==> src/hdl/port_pkg.sv <==
// Port address map and outport write bus of the transmit block.
// A writer drives one strobe cycle per byte and polls status before writing.

package port_pkg;

  localparam int PORT_ADDR_W = 8;           // port address width

  // write addresses; status reads use the same channel addresses
  localparam logic [PORT_ADDR_W-1:0] PORT_UART0 = 8'd0;
  localparam logic [PORT_ADDR_W-1:0] PORT_UART1 = 8'd1;
  localparam logic [PORT_ADDR_W-1:0] PORT_UART2 = 8'd2;
  localparam logic [PORT_ADDR_W-1:0] PORT_DONE  = 8'd3;   // bit 0 drives the done flag

  // outport bus, one word per write cycle
  typedef struct packed {
    logic                   strobe;         // single-cycle write
    logic [PORT_ADDR_W-1:0] addr;           // target port
    logic [7:0]             data;           // write byte
  } port_wr_t;

endpackage

==> src/hdl/uart_pkg.sv <==
// Frame and channel constants for the three-channel serial transmit block.
// Imported by the transmit channel modules, the port decoder and the testbench.
// Divisors are kept small so whole frames fit in short simulations.

package uart_pkg;

  // frame shape
  localparam int DATA_BITS = 8;             // data bits per frame, lsb first
  localparam int NUM_CHAN  = 3;             // transmit channels

  // clocks per bit, one per channel
  localparam int CH0_DIV   = 8;
  localparam int CH1_DIV   = 12;
  localparam int CH2_DIV   = 10;

  // stop bits per channel
  localparam int CH0_STOP  = 1;
  localparam int CH1_STOP  = 1;
  localparam int CH2_STOP  = 2;

  // byte queue in front of the buffered channels
  localparam int FIFO_DEPTH = 8;            // power of two

  // Launch request into a serializer. The go bit is a one-cycle pulse and the
  // data field must be valid in the same cycle.
  typedef struct packed {
    logic                 go;               // start a frame
    logic [DATA_BITS-1:0] data;             // byte to send
  } tx_req_t;

endpackage
==> src/hdl/uart_tx_subsys.sv <==
// Top level of the transmit block: the outport decoder and three channels.
// Channels 0 and 1 are buffered; channel 2 is direct with two stop bits.
// Writers poll the status port and write only when the channel is not busy.

`timescale 1ns/1ps

module uart_tx_subsys
  import uart_pkg::*, port_pkg::*;
(
  input  logic                   i_clk,
  input  logic                   i_rst,
  input  port_wr_t               i_port,
  input  logic [PORT_ADDR_W-1:0] i_status_addr,
  output logic [DATA_BITS-1:0]   o_status,
  output logic [NUM_CHAN-1:0]    o_uart_tx,
  output logic                   o_done
);

  tx_req_t [NUM_CHAN-1:0] req;              // per-channel write requests
  logic    [NUM_CHAN-1:0] busy;

  tx_port_regs u_regs (
    .i_clk         (i_clk),
    .i_rst         (i_rst),
    .i_port        (i_port),
    .i_status_addr (i_status_addr),
    .i_busy        (busy),
    .o_req         (req),
    .o_done        (o_done),
    .o_status      (o_status)
  );

  uart_tx_chan #(
    .USE_FIFO  (1'b1),
    .DIV       (CH0_DIV),
    .STOP_BITS (CH0_STOP)
  ) u_chan0 (
    .i_clk  (i_clk),
    .i_rst  (i_rst),
    .i_req  (req[0]),
    .o_tx   (o_uart_tx[0]),
    .o_busy (busy[0])
  );

  uart_tx_chan #(
    .USE_FIFO  (1'b1),
    .DIV       (CH1_DIV),
    .STOP_BITS (CH1_STOP)
  ) u_chan1 (
    .i_clk  (i_clk),
    .i_rst  (i_rst),
    .i_req  (req[1]),
    .o_tx   (o_uart_tx[1]),
    .o_busy (busy[1])
  );

  uart_tx_chan #(
    .USE_FIFO  (1'b0),
    .DIV       (CH2_DIV),
    .STOP_BITS (CH2_STOP)
  ) u_chan2 (
    .i_clk  (i_clk),
    .i_rst  (i_rst),
    .i_req  (req[2]),
    .o_tx   (o_uart_tx[2]),
    .o_busy (busy[2])
  );

endmodule

==> src/hdl/tx_port_regs.sv <==
// Outport decoder for the transmit block. Each strobe is decoded into a
// registered request pulse for one channel or an update of the done flag.
// Status reads return the addressed channel's busy bit in bit 0.

`timescale 1ns/1ps

module tx_port_regs
  import uart_pkg::*, port_pkg::*;
(
  input  logic                   i_clk,
  input  logic                   i_rst,
  input  port_wr_t               i_port,
  input  logic [PORT_ADDR_W-1:0] i_status_addr,
  input  logic [NUM_CHAN-1:0]    i_busy,
  output tx_req_t [NUM_CHAN-1:0] o_req,
  output logic                   o_done,
  output logic [DATA_BITS-1:0]   o_status
);

  logic [NUM_CHAN-1:0]  hit;                // channel addressed by this strobe
  logic [NUM_CHAN-1:0]  go_q;               // registered write pulses
  logic [DATA_BITS-1:0] data_q [NUM_CHAN];  // last byte written per channel

  always_comb begin
    hit = '0;
    if (i_port.strobe) begin
      case (i_port.addr)
        PORT_UART0: hit[0] = 1'b1;
        PORT_UART1: hit[1] = 1'b1;
        PORT_UART2: hit[2] = 1'b1;
        default:    hit    = '0;            // done or unmapped
      endcase
    end
  end

  always_ff @(posedge i_clk) begin
    if (i_rst) begin
      go_q <= '0;
    end else begin
      go_q <= hit;                          // one cycle wide by construction
    end
  end

  always_ff @(posedge i_clk) begin
    for (int n = 0; n < NUM_CHAN; n++) begin
      if (hit[n]) begin
        data_q[n] <= i_port.data;
      end
    end
  end

  always_ff @(posedge i_clk) begin
    if (i_rst) begin
      o_done <= 1'b0;
    end else if (i_port.strobe && (i_port.addr == PORT_DONE)) begin
      o_done <= i_port.data[0];
    end
  end

  always_comb begin
    for (int n = 0; n < NUM_CHAN; n++) begin
      o_req[n].go   = go_q[n];
      o_req[n].data = data_q[n];
    end
  end

  // status mux, purely combinational
  always_comb begin
    o_status = '0;
    case (i_status_addr)
      PORT_UART0: o_status[0] = i_busy[0];
      PORT_UART1: o_status[0] = i_busy[1];
      PORT_UART2: o_status[0] = i_busy[2];
      default:    o_status    = '0;
    endcase
  end

endmodule

==> src/hdl/uart_tx_chan.sv <==
// One transmit channel. With USE_FIFO set, writes are queued and a launch
// register starts the serializer whenever it is idle; busy is the FIFO full
// flag. Without it, a write launches the serializer directly.

`timescale 1ns/1ps

module uart_tx_chan
  import uart_pkg::*;
#(
  parameter bit USE_FIFO  = 1'b1,
  parameter int DIV       = 8,
  parameter int STOP_BITS = 1
) (
  input  logic    i_clk,
  input  logic    i_rst,
  input  tx_req_t i_req,
  output logic    o_tx,
  output logic    o_busy
);

  tx_req_t ser_req;                         // launch into the serializer
  logic    ser_busy;

  generate
    if (USE_FIFO) begin : g_fifo
      logic                 has_data;
      logic                 full;
      logic                 launch;         // also pops the FIFO
      logic [DATA_BITS-1:0] rdata;

      tx_fifo #(
        .DEPTH (FIFO_DEPTH)
      ) u_fifo (
        .i_clk      (i_clk),
        .i_rst      (i_rst),
        .i_wr       (i_req.go),
        .i_wdata    (i_req.data),
        .i_rd       (launch),
        .o_rdata    (rdata),
        .o_has_data (has_data),
        .o_full     (full)
      );

      // the !launch term covers the cycle before busy rises
      always_ff @(posedge i_clk) begin
        if (i_rst) begin
          launch <= 1'b0;
        end else begin
          launch <= has_data && !ser_busy && !launch;
        end
      end

      assign ser_req.go   = launch;
      assign ser_req.data = rdata;
      assign o_busy       = full;
    end else begin : g_direct
      assign ser_req = i_req;
      assign o_busy  = ser_busy;
    end
  endgenerate

  uart_serializer #(
    .DIV       (DIV),
    .STOP_BITS (STOP_BITS)
  ) u_ser (
    .i_clk  (i_clk),
    .i_rst  (i_rst),
    .i_req  (ser_req),
    .o_tx   (o_tx),
    .o_busy (ser_busy)
  );

endmodule

==> src/hdl/uart_serializer.sv <==
// Serial transmitter core. A launch request sends one frame: a start bit,
// the data bits lsb first and STOP_BITS stop bits, each DIV clocks long.
// Busy is set by the launch and clears at the end of the last stop bit.

`timescale 1ns/1ps

module uart_serializer
  import uart_pkg::*;
#(
  parameter int DIV       = 8,
  parameter int STOP_BITS = 1
) (
  input  logic    i_clk,
  input  logic    i_rst,
  input  tx_req_t i_req,
  output logic    o_tx,
  output logic    o_busy
);

  localparam int CNT_W = $clog2(DIV);
  localparam int NBITS = DATA_BITS + STOP_BITS;   // bit periods after the start bit
  localparam int NB_W  = $clog2(NBITS + 1);

  localparam logic [CNT_W-1:0] CNT_LOAD  = CNT_W'(DIV - 1);
  localparam logic [NB_W-1:0]  NB_LOAD   = NB_W'(NBITS);

  logic [CNT_W-1:0]     cnt;                // clocks left in this bit
  logic                 tick;               // bit period boundary
  logic [DATA_BITS-1:0] sreg;               // bits still to go out
  logic [NB_W-1:0]      nleft;              // bit periods left after this one

  always_ff @(posedge i_clk) begin
    if (i_rst) begin
      cnt  <= '0;
      tick <= 1'b0;
    end else if (i_req.go || tick) begin
      cnt  <= CNT_LOAD;
      tick <= 1'b0;
    end else if (o_busy) begin
      cnt  <= cnt - 1'b1;
      tick <= (cnt == CNT_W'(1));           // lands on the last clock of the bit
    end
  end

  // ones shift in behind the data and become the stop bits
  always_ff @(posedge i_clk) begin
    if (i_req.go) begin
      sreg <= i_req.data;
    end else if (tick) begin
      sreg <= {1'b1, sreg[DATA_BITS-1:1]};
    end
  end

  always_ff @(posedge i_clk) begin
    if (i_rst) begin
      o_tx <= 1'b1;                         // idle line is high
    end else if (i_req.go) begin
      o_tx <= 1'b0;                         // start bit
    end else if (tick) begin
      o_tx <= sreg[0];
    end
  end

  always_ff @(posedge i_clk) begin
    if (i_rst) begin
      nleft <= '0;
    end else if (i_req.go) begin
      nleft <= NB_LOAD;
    end else if (tick && (nleft != '0)) begin
      nleft <= nleft - 1'b1;
    end
  end

  always_ff @(posedge i_clk) begin
    if (i_rst) begin
      o_busy <= 1'b0;
    end else if (i_req.go) begin
      o_busy <= 1'b1;
    end else if (tick && (nleft == '0)) begin
      o_busy <= 1'b0;                       // end of the last stop bit
    end
  end

endmodule

==> src/hdl/tx_fifo.sv <==
// Byte FIFO placed in front of a serializer.
// Pointers carry one wrap bit. The has-data and full flags are registered and
// the read word is fetched every cycle, so it is ready when a pop is issued.

`timescale 1ns/1ps

module tx_fifo #(
  parameter int DEPTH = 8
) (
  input  logic       i_clk,
  input  logic       i_rst,
  input  logic       i_wr,
  input  logic [7:0] i_wdata,
  input  logic       i_rd,
  output logic [7:0] o_rdata,
  output logic       o_has_data,
  output logic       o_full
);

  localparam int AW = $clog2(DEPTH);

  logic [7:0]  mem [DEPTH];
  logic [AW:0] wr_ptr;                      // msb is the wrap bit
  logic [AW:0] rd_ptr;

  always_ff @(posedge i_clk) begin
    if (i_wr) begin
      mem[wr_ptr[AW-1:0]] <= i_wdata;
    end
  end

  always_ff @(posedge i_clk) begin
    if (i_rst) begin
      wr_ptr <= '0;
      rd_ptr <= '0;
    end else begin
      if (i_wr) begin
        wr_ptr <= wr_ptr + 1'b1;
      end
      if (i_rd) begin
        rd_ptr <= rd_ptr + 1'b1;
      end
    end
  end

  // flags lag the pointers by one cycle
  always_ff @(posedge i_clk) begin
    if (i_rst) begin
      o_has_data <= 1'b0;
      o_full     <= 1'b0;
    end else begin
      o_has_data <= (wr_ptr != rd_ptr);
      o_full     <= (rd_ptr == (wr_ptr ^ {1'b1, {AW{1'b0}}}));   // differ in wrap bit only
    end
  end

  always_ff @(posedge i_clk) begin
    o_rdata <= mem[rd_ptr[AW-1:0]];         // head of queue, read ahead
  end

endmodule

==> config.mk <==
export PLATFORM = sky130hd
export DESIGN_NAME = uart_tx_subsys
export DESIGN_NICKNAME = d
export VERILOG_FILES = /design/src/hdl/port_pkg.sv /design/src/hdl/uart_pkg.sv /design/src/hdl/uart_tx_subsys.sv /design/src/hdl/tx_port_regs.sv /design/src/hdl/uart_tx_chan.sv /design/src/hdl/uart_serializer.sv /design/src/hdl/tx_fifo.sv
export SDC_FILE = /design/constraint.sdc
export NUM_CORES = 1
export LEC_CHECK = 0
export BUFFER_PORTS_ARGS = -buffer_cell sky130_fd_sc_hd__buf_2
export CAP_MARGIN = 20
export CORE_MARGIN = 5
export CORE_UTILIZATION = 27
export DETAILED_ROUTE_END_ITERATION = 8
export REMOVE_ABC_BUFFERS = 1
export SLEW_MARGIN = 40
export SYNTH_ARGS = -nofsm -noshare
export SYNTH_HDL_FRONTEND = slang
export SYNTH_HIERARCHICAL = 1
export SYNTH_SLANG_ARGS = --single-unit
==> constraint.sdc <==
create_clock -name i_clk -period 3.6 [get_ports i_clk]
set_clock_uncertainty 0.1 [all_clocks]
set_input_delay 0.36 -clock i_clk [delete_from_list [all_inputs] [get_ports i_clk]]
set_output_delay 0.36 -clock i_clk [all_outputs]
set_load 0.05 [all_outputs]
==> metrics.yaml, run 1 <==
floorplan:
  placementRows: 69
  die-area_mm2: 0.04016
  die_y_um: 200.4
  initial_core_util_pct: 27.46
  core-area_mm2: 0.03566
  pin_count: 39
  die_w_um: 200.4
synth:
  syn_area_per_cell_um2: 16.76
  synth.largest_area_cell: "edfxtp_1"
  synth_top_family_by_area: "multiplexers"
  synthesis.area_mm2: 0.009789
  ys_ff_latch: 250
  synthTopCellsByArea: "edfxtp_1 54%, dfxtp_1 15%, mux4_1 4.8%"
  ys_seq_area_share_pct: 69.12
  synth_edf_count: 176
  synth_compound_area_share_pct: 2.710
  synthAdderAreaFrac_pct: 1.662
  synth_xor_area_share_pct: 2.147
  ys_async_sr_fraction_pct: 0
  ys.flop_type: "edfxtp_1"
  synth_warnings: 6
  synth.distinct_cells: 48
  synthCells: 584
  synth_top_area_share_pct: 53.99
  synthMuxAreaShare_pct: 14.08
  synth-simple-area-share_pct: 7.451
drt:
  drcViolationCount: 0
  via_per_inst: 4.335
  postRouteAntennaNets: 0
  drt_iter0_drc: 295
  drtPass1Iterations: 4
  vias: 4829
  post_drt_wl_per_cell_um: 15.70
  wirelength_um: 17490
pwr:
  power_w: 0.005980
  combPwrFrac_pct: 1.1
  intPower_w: 0.004873
  clockPowerShare_pct: 47.9
  power_switching_w: 0.001108
  seq_power_share_pct: 50.9
  ir_drop_mv: 0.3434
  leakagePower_nw: 3.710
  p_per_area_mw_per_mm2: 521.5
  swShare_pct: 18.52
worst_setup_path:
  crit_path_end_kind: "output pin"
  worstPathRequired_ns: 3.14
  crit_fanout: 8
  cp.arrival_ns: 1.84
  critPathKind: "reg -> out"
  cp-start-kind: "register"
clock_network:
  root_buffer: "clkbuf_16"
  cts_buffers: 26
  htreeDepth: 1
  clk_path_buf_depth: 3
  clk_pin_slew_ns: 0.06
  clk_latency_ns: 0.51
  cts_tree: "built"
  cts_resized: 0
  clock_sinks: 250
sta:
  fin_tns_setup_ns: 0
  tightest_slew_ns: 0.7568
  layout_min_cycle_time_ns: 2.300
  post-route-period-util_pct: 63.88
  rsz0062_at_grt: "no"
  slew_violations: 0
  finalWorstSetupSlack_ns: 1.300
  hold_violations: 0
  fmax_mhz: 434.8
  setup_viol_count_final: 0
  maxSlewHeadroom_pct: 49.48
global_routing:
  grt_use_total_pct: 8.455
  grt_pass1_vias: 4915
  antenna_found_initial: 0
  gr-total-overflow: 0
  grt_max_degree: 51
  grt_pass1_wl_um: 27920
placement:
  port_buffers: 31
  dp_slack_ns: 1.519
  place_congestion: 0.7024
  post-dp-hpwl_um: 11160
layout:
  layout_common_cells: "176 x edfxtp_1, 71 x dfxtp_1, 30 x buf_2"
  drive_gt1_share_pct: 24.35
  multi_input_area_mm2: 0.002836
  seq_area_mm2: 0.006770
  n_antenna_cell: 0
  fill_cells: 3408
  fin_util_pct: 32.16
  syn2layout_area_growth_pct: 17.14
  nNetsFinal: 673
  mostFrequentLayoutCell: "edfxtp_1"
outcome:
  outcome: "finished clean"
min_path:
  hold_path_class: "in -> reg"
flow_run:
  maxCapViolations: 0
## metal layers
layer	global-route usage, %	vias to the layer above	wire [um]
met1	12.10	2404	8432
met4	2.434	0	365
met5	0	-	0
met2	13.56	76	8123
li1	-	2320	-
met3	1.099	29	569
## final cells by class
class                           count  area share (%)
Timing Repair Buffer               45           2.466
Clock buffer                       34           6.121
Inverter                           19          0.6219
Sequential cell                   250           59.04
Clock inverter                     14           1.986
Multi-Input combinational cell    291           24.74
Tap cell                          461           5.030
## power by group through the flow
stage,combinational [W],clock (W),sequential [W]
after floorplan,0.0000245,0,0.00311
after global placement,0.0000612,0,0.00311
after detailed placement,0.0000609,0,0.00311
after CTS,0.0000677,0.00294,0.00305
after global routing,0.0000727,0.00306,0.00304
final,0.0000672,0.00287,0.00305
## sequential cells by signal, summed over array words and instances, names as in the netlist, 3 cells and up
| signal | count |
|---|---|
| u_chan1/g_fifo.u_fifo/o_rdata | 8 |
| u_chan1/u_ser/nleft | 4 |
| u_chan0/g_fifo.u_fifo/rd_ptr | 4 |
| u_regs/go_q | 3 |
| u_chan0/g_fifo.u_fifo/wr_ptr | 4 |
| u_chan1/g_fifo.u_fifo/mem | 64 |
| u_chan1/g_fifo.u_fifo/rd_ptr | 4 |
| u_chan0/g_fifo.u_fifo/mem | 64 |
| u_chan0/g_fifo.u_fifo/o_rdata | 8 |
| u_chan2/u_ser/nleft | 4 |
| u_regs/data_q | 24 |
| u_chan1/g_fifo.u_fifo/wr_ptr | 4 |
| u_chan0/u_ser/cnt | 3 |
| u_chan0/u_ser/nleft | 4 |
| u_chan0/u_ser/sreg | 8 |
| u_chan1/u_ser/sreg | 8 |
| u_chan2/u_ser/sreg | 8 |
| u_chan2/u_ser/cnt | 4 |
| u_chan1/u_ser/cnt | 4 |
## worst max-delay path: stages, from the launching register on
cell and delay (ns):
dfxtp_1 0.52, nor2b_1 0.10, nor4_2 0.24, o311a_1 0.20, buf_2 0.26
## metrics by stage
step                      instance area, um^2  hold WS [ns]  std cells
after floorplan                          9610        0.3291        560
after global placement                  10400        0.3649       1058
after detailed placement                10460        0.3732       1058
after CTS                               11460      0.003686       1114
after global routing                    11470       0.03967       1114
final                                   11470       0.03663       1114
## Yosys cell counts (all sizes together), types with 7 or more instances
cell      n
edfxtp  176
dfxtp    74
mux2     38
nor2     35
mux4     32
a21oi    23
buf      23
inv      19
nand2    18
nor3     17
xnor2    15
nand2b   14
ha       13
mux2i    11
xor2      9
clkbuf    7
nor4b     7
## cells by family (layout without fill, tap and decap cells)
family	Yosys count	count (layout)
flops	250	250
other cells	1	7
mux	81	81
buf+inv	49	112
xor+xnor	24	24
simple gates	122	122
compound gates	44	44
fa+ha+maj	13	13
## path summary, 6_finish.rpt
kind                                          from                                to  slack, ns  depth (start not counted)
setup reg to reg   u_chan0/g_fifo.u_fifo/rd_ptr[0]  u_chan0/g_fifo.u_fifo/o_rdata[3]       1.58                          3
setup / recovery              u_chan2/u_ser/o_busy                       o_status[0]       1.30                          4
hold reg to reg   u_chan0/g_fifo.u_fifo/o_has_data             u_chan0/g_fifo.launch       0.37                          1
hold / removal                           i_port[9]                    u_regs/go_q[2]       0.04                          3
## what timing repair did
item	CTS	global route
hold endpoints to repair	23	0
hold buffers	8	0
setup buffers	0	0
(Power assumes the default switching activity.)
==> inputs of run 2 (changes only) <==
==> constraint.sdc (replaced) <==
create_clock -name i_clk -period 1.9 [get_ports i_clk]
set_clock_uncertainty 0.1 [all_clocks]
set_input_delay 0.19 -clock i_clk [delete_from_list [all_inputs] [get_ports i_clk]]
set_output_delay 0.19 -clock i_clk [all_outputs]
set_load 0.05 [all_outputs]
==> run 2 against run 1 <==
Net effect: sequential share of layout area decreased by 1.3 points; cell area up 2.3%; worst setup slack lost 1.2 ns; sequential cell count did not move; largest cell class unchanged; largest power group unchanged.
==> metrics.yaml, run 2 (same netlist as run 1, synthesis figures left out) <==
sta:
  finalWorstSetupSlack_ns: 0.1305
  setup_viol_count_final: 0
  slew_violations: 0
  post-route-period-util_pct: 93.13
  rsz0062_at_grt: "no"
  maxSlewHeadroom_pct: 65.52
  hold_violations: 0
  tightest_slew_ns: 0.5166
  layout_min_cycle_time_ns: 1.769
  fmax_mhz: 565.1
floorplan:
  die-area_mm2: 0.04016
  die_y_um: 200.4
  pin_count: 39
  initial_core_util_pct: 27.46
  placementRows: 69
  core-area_mm2: 0.03566
  die_w_um: 200.4
layout:
  n_antenna_cell: 0
  nNetsFinal: 710
  fill_cells: 3407
  fin_util_pct: 32.90
  fin_cells: 1149
  drive_gt1_share_pct: 25.44
  layout_common_cells: "176 x edfxtp_1, 73 x dfxtp_1, 35 x nor2_1"
  syn2layout_area_growth_pct: 19.84
  fin_area_mm2: 0.01173
  mostFrequentLayoutCell: "edfxtp_1"
pwr:
  leakagePower_nw: 3.903
  intPower_w: 0.009175
  power_w: 0.01124
  clockPowerShare_pct: 47.4
  ir_drop_mv: 0.5929
  power_switching_w: 0.002064
  p_per_area_mw_per_mm2: 958.0
  seq_power_share_pct: 51.3
  swShare_pct: 18.36
  combPwrFrac_pct: 1.3
clock_network:
  htreeDepth: 1
  cts_tree: "built"
  clk_path_buf_depth: 3
  clk_pin_slew_ns: 0.06
  root_buffer: "clkbuf_16"
  clock_sinks: 250
  cts_buffers: 25
  clk_latency_ns: 0.51
outcome:
  outcome: "finished clean"
worst_setup_path:
  r2r_setup_slack_ns: 0.27
  crit_fanout: 7
  cp.arrival_ns: 1.48
  reg2reg_to: "u_chan0/g_fifo.u_fifo/o_rdata[7]"
  crit_path_end_kind: "output pin"
  critPathKind: "reg -> out"
  cp-start-kind: "register"
  r2r_start: "u_chan0/g_fifo.u_fifo/rd_ptr[0]"
  worstPathRequired_ns: 1.61
  r2r_cells: 3
min_path:
  min-delay-start: "i_rst"
  hold_end: "u_chan1/g_fifo.u_fifo/rd_ptr[1]"
  hold_path_class: "in -> reg"
  whs_path_depth: 2
global_routing:
  antenna_found_initial: 0
  grt_max_degree: 24
  gr-total-overflow: 0
  grt_pass1_vias: 4923
  grt_pass1_wl_um: 28010
  grt_use_total_pct: 8.526
drt:
  via_per_inst: 4.304
  wirelength_um: 17570
  drcViolationCount: 0
  postRouteAntennaNets: 0
  vias: 4945
  drtPass1Iterations: 6
  drt_iter0_drc: 246
  post_drt_wl_per_cell_um: 15.29
placement:
  port_buffers: 31
  dp_slack_ns: 0.1904
  dpl_cell_area_mm2: 0.01064
  place_congestion: 0.7192
  dp.cells: 1087
  post-dp-hpwl_um: 11310
flow_run:
  maxCapViolations: 0
[run 2: cell types whose count changed in the layout (fill, tap and decap cells not counted), sizes merged]
| cell | before | now |
|---|---|---|
| clkinvlp | 1 | 3 |
| clkinv | 7 | 9 |
| bufinv | 6 | 7 |
| clkbuf | 34 | 26 |
| buf | 37 | 67 |
| dlygate4sd3 | 8 | 16 |
[run 2: layout make-up]
cell class              instances  area [um^2]  area share [%]
multi-input cells             291         2778           23.68
flip-flops and latches        250         6770           57.71
well taps                     461        576.8           4.917
repair buffers                 83        629.4           5.365
inverters                      19        71.32          0.6079
clock inverters                19        276.5           2.357
clock buffers                  26        629.4           5.365
[run 2: worst max-delay path by stage]
stage / start / endpoint / slack (ns) / cells after the start
floorplan: u_chan0/g_fifo.u_fifo/rd_ptr[0] / u_chan0/g_fifo.u_fifo/o_rdata[0] / -0.08 / 2
global placement: i_status_addr[3] / o_status[0] / 0.23 / 5
detailed placement: i_status_addr[3] / o_status[0] / 0.19 / 5
CTS: u_chan2/u_ser/o_busy / o_status[0] / 0.007 / 4
global route: u_chan2/u_ser/o_busy / o_status[0] / 0.05 / 4
finish: u_chan2/u_ser/o_busy / o_status[0] / 0.13 / 4
[run 2: repair_timing]
| item | CTS | global route |
|---|---|---|
| gates resized for setup | 4 | 1 |
| endpoints found under the setup margin | 1 | 2 |
| hold endpoints to repair | 28 | 0 |
| hold buffers | 17 | 0 |
| cloned | 0 | 0 |
| pin swaps | 0 | 2 |
| buffers inserted | 0 | 1 |
[run 2: power by group through the flow]
stage          clock network [W]  registers (W)  logic (W)
3_5_place_dp                   0        0.00589   0.000120
4_1_cts                  0.00549        0.00577   0.000142
2_1_floorplan                  0        0.00589  0.0000464
3_3_place_gp                   0        0.00589   0.000120
5_1_grt                  0.00571        0.00577   0.000153
6_report                 0.00533        0.00577   0.000141
[run 2: stage by stage]
stage / hold WS, ns / setup TNS (ns)
after floorplan: 0.1591 / -1.234
after global placement: 0.3284 / 0
after detailed placement: 0.3221 / 0
after CTS: 0.007440 / 0
after global routing: 0.04536 / 0
final: 0.02364 / 0
[run 2: per-layer routing]
metal	GRT usage [%]	up-vias	share of wire (%)
li1	-	2383	-
met1	12.57	2451	50
met2	13.12	88	44
met3	1.292	23	3.5
met4	2.409	0	1.8
met5	0	-	0
[run 2: critical path: stages, from the launching register on]
cell,delay [ns]
dfxtp_4,0.38
nor2b_1,0.06
nor4_2,0.15
o311a_1,0.22
buf_6,0.16
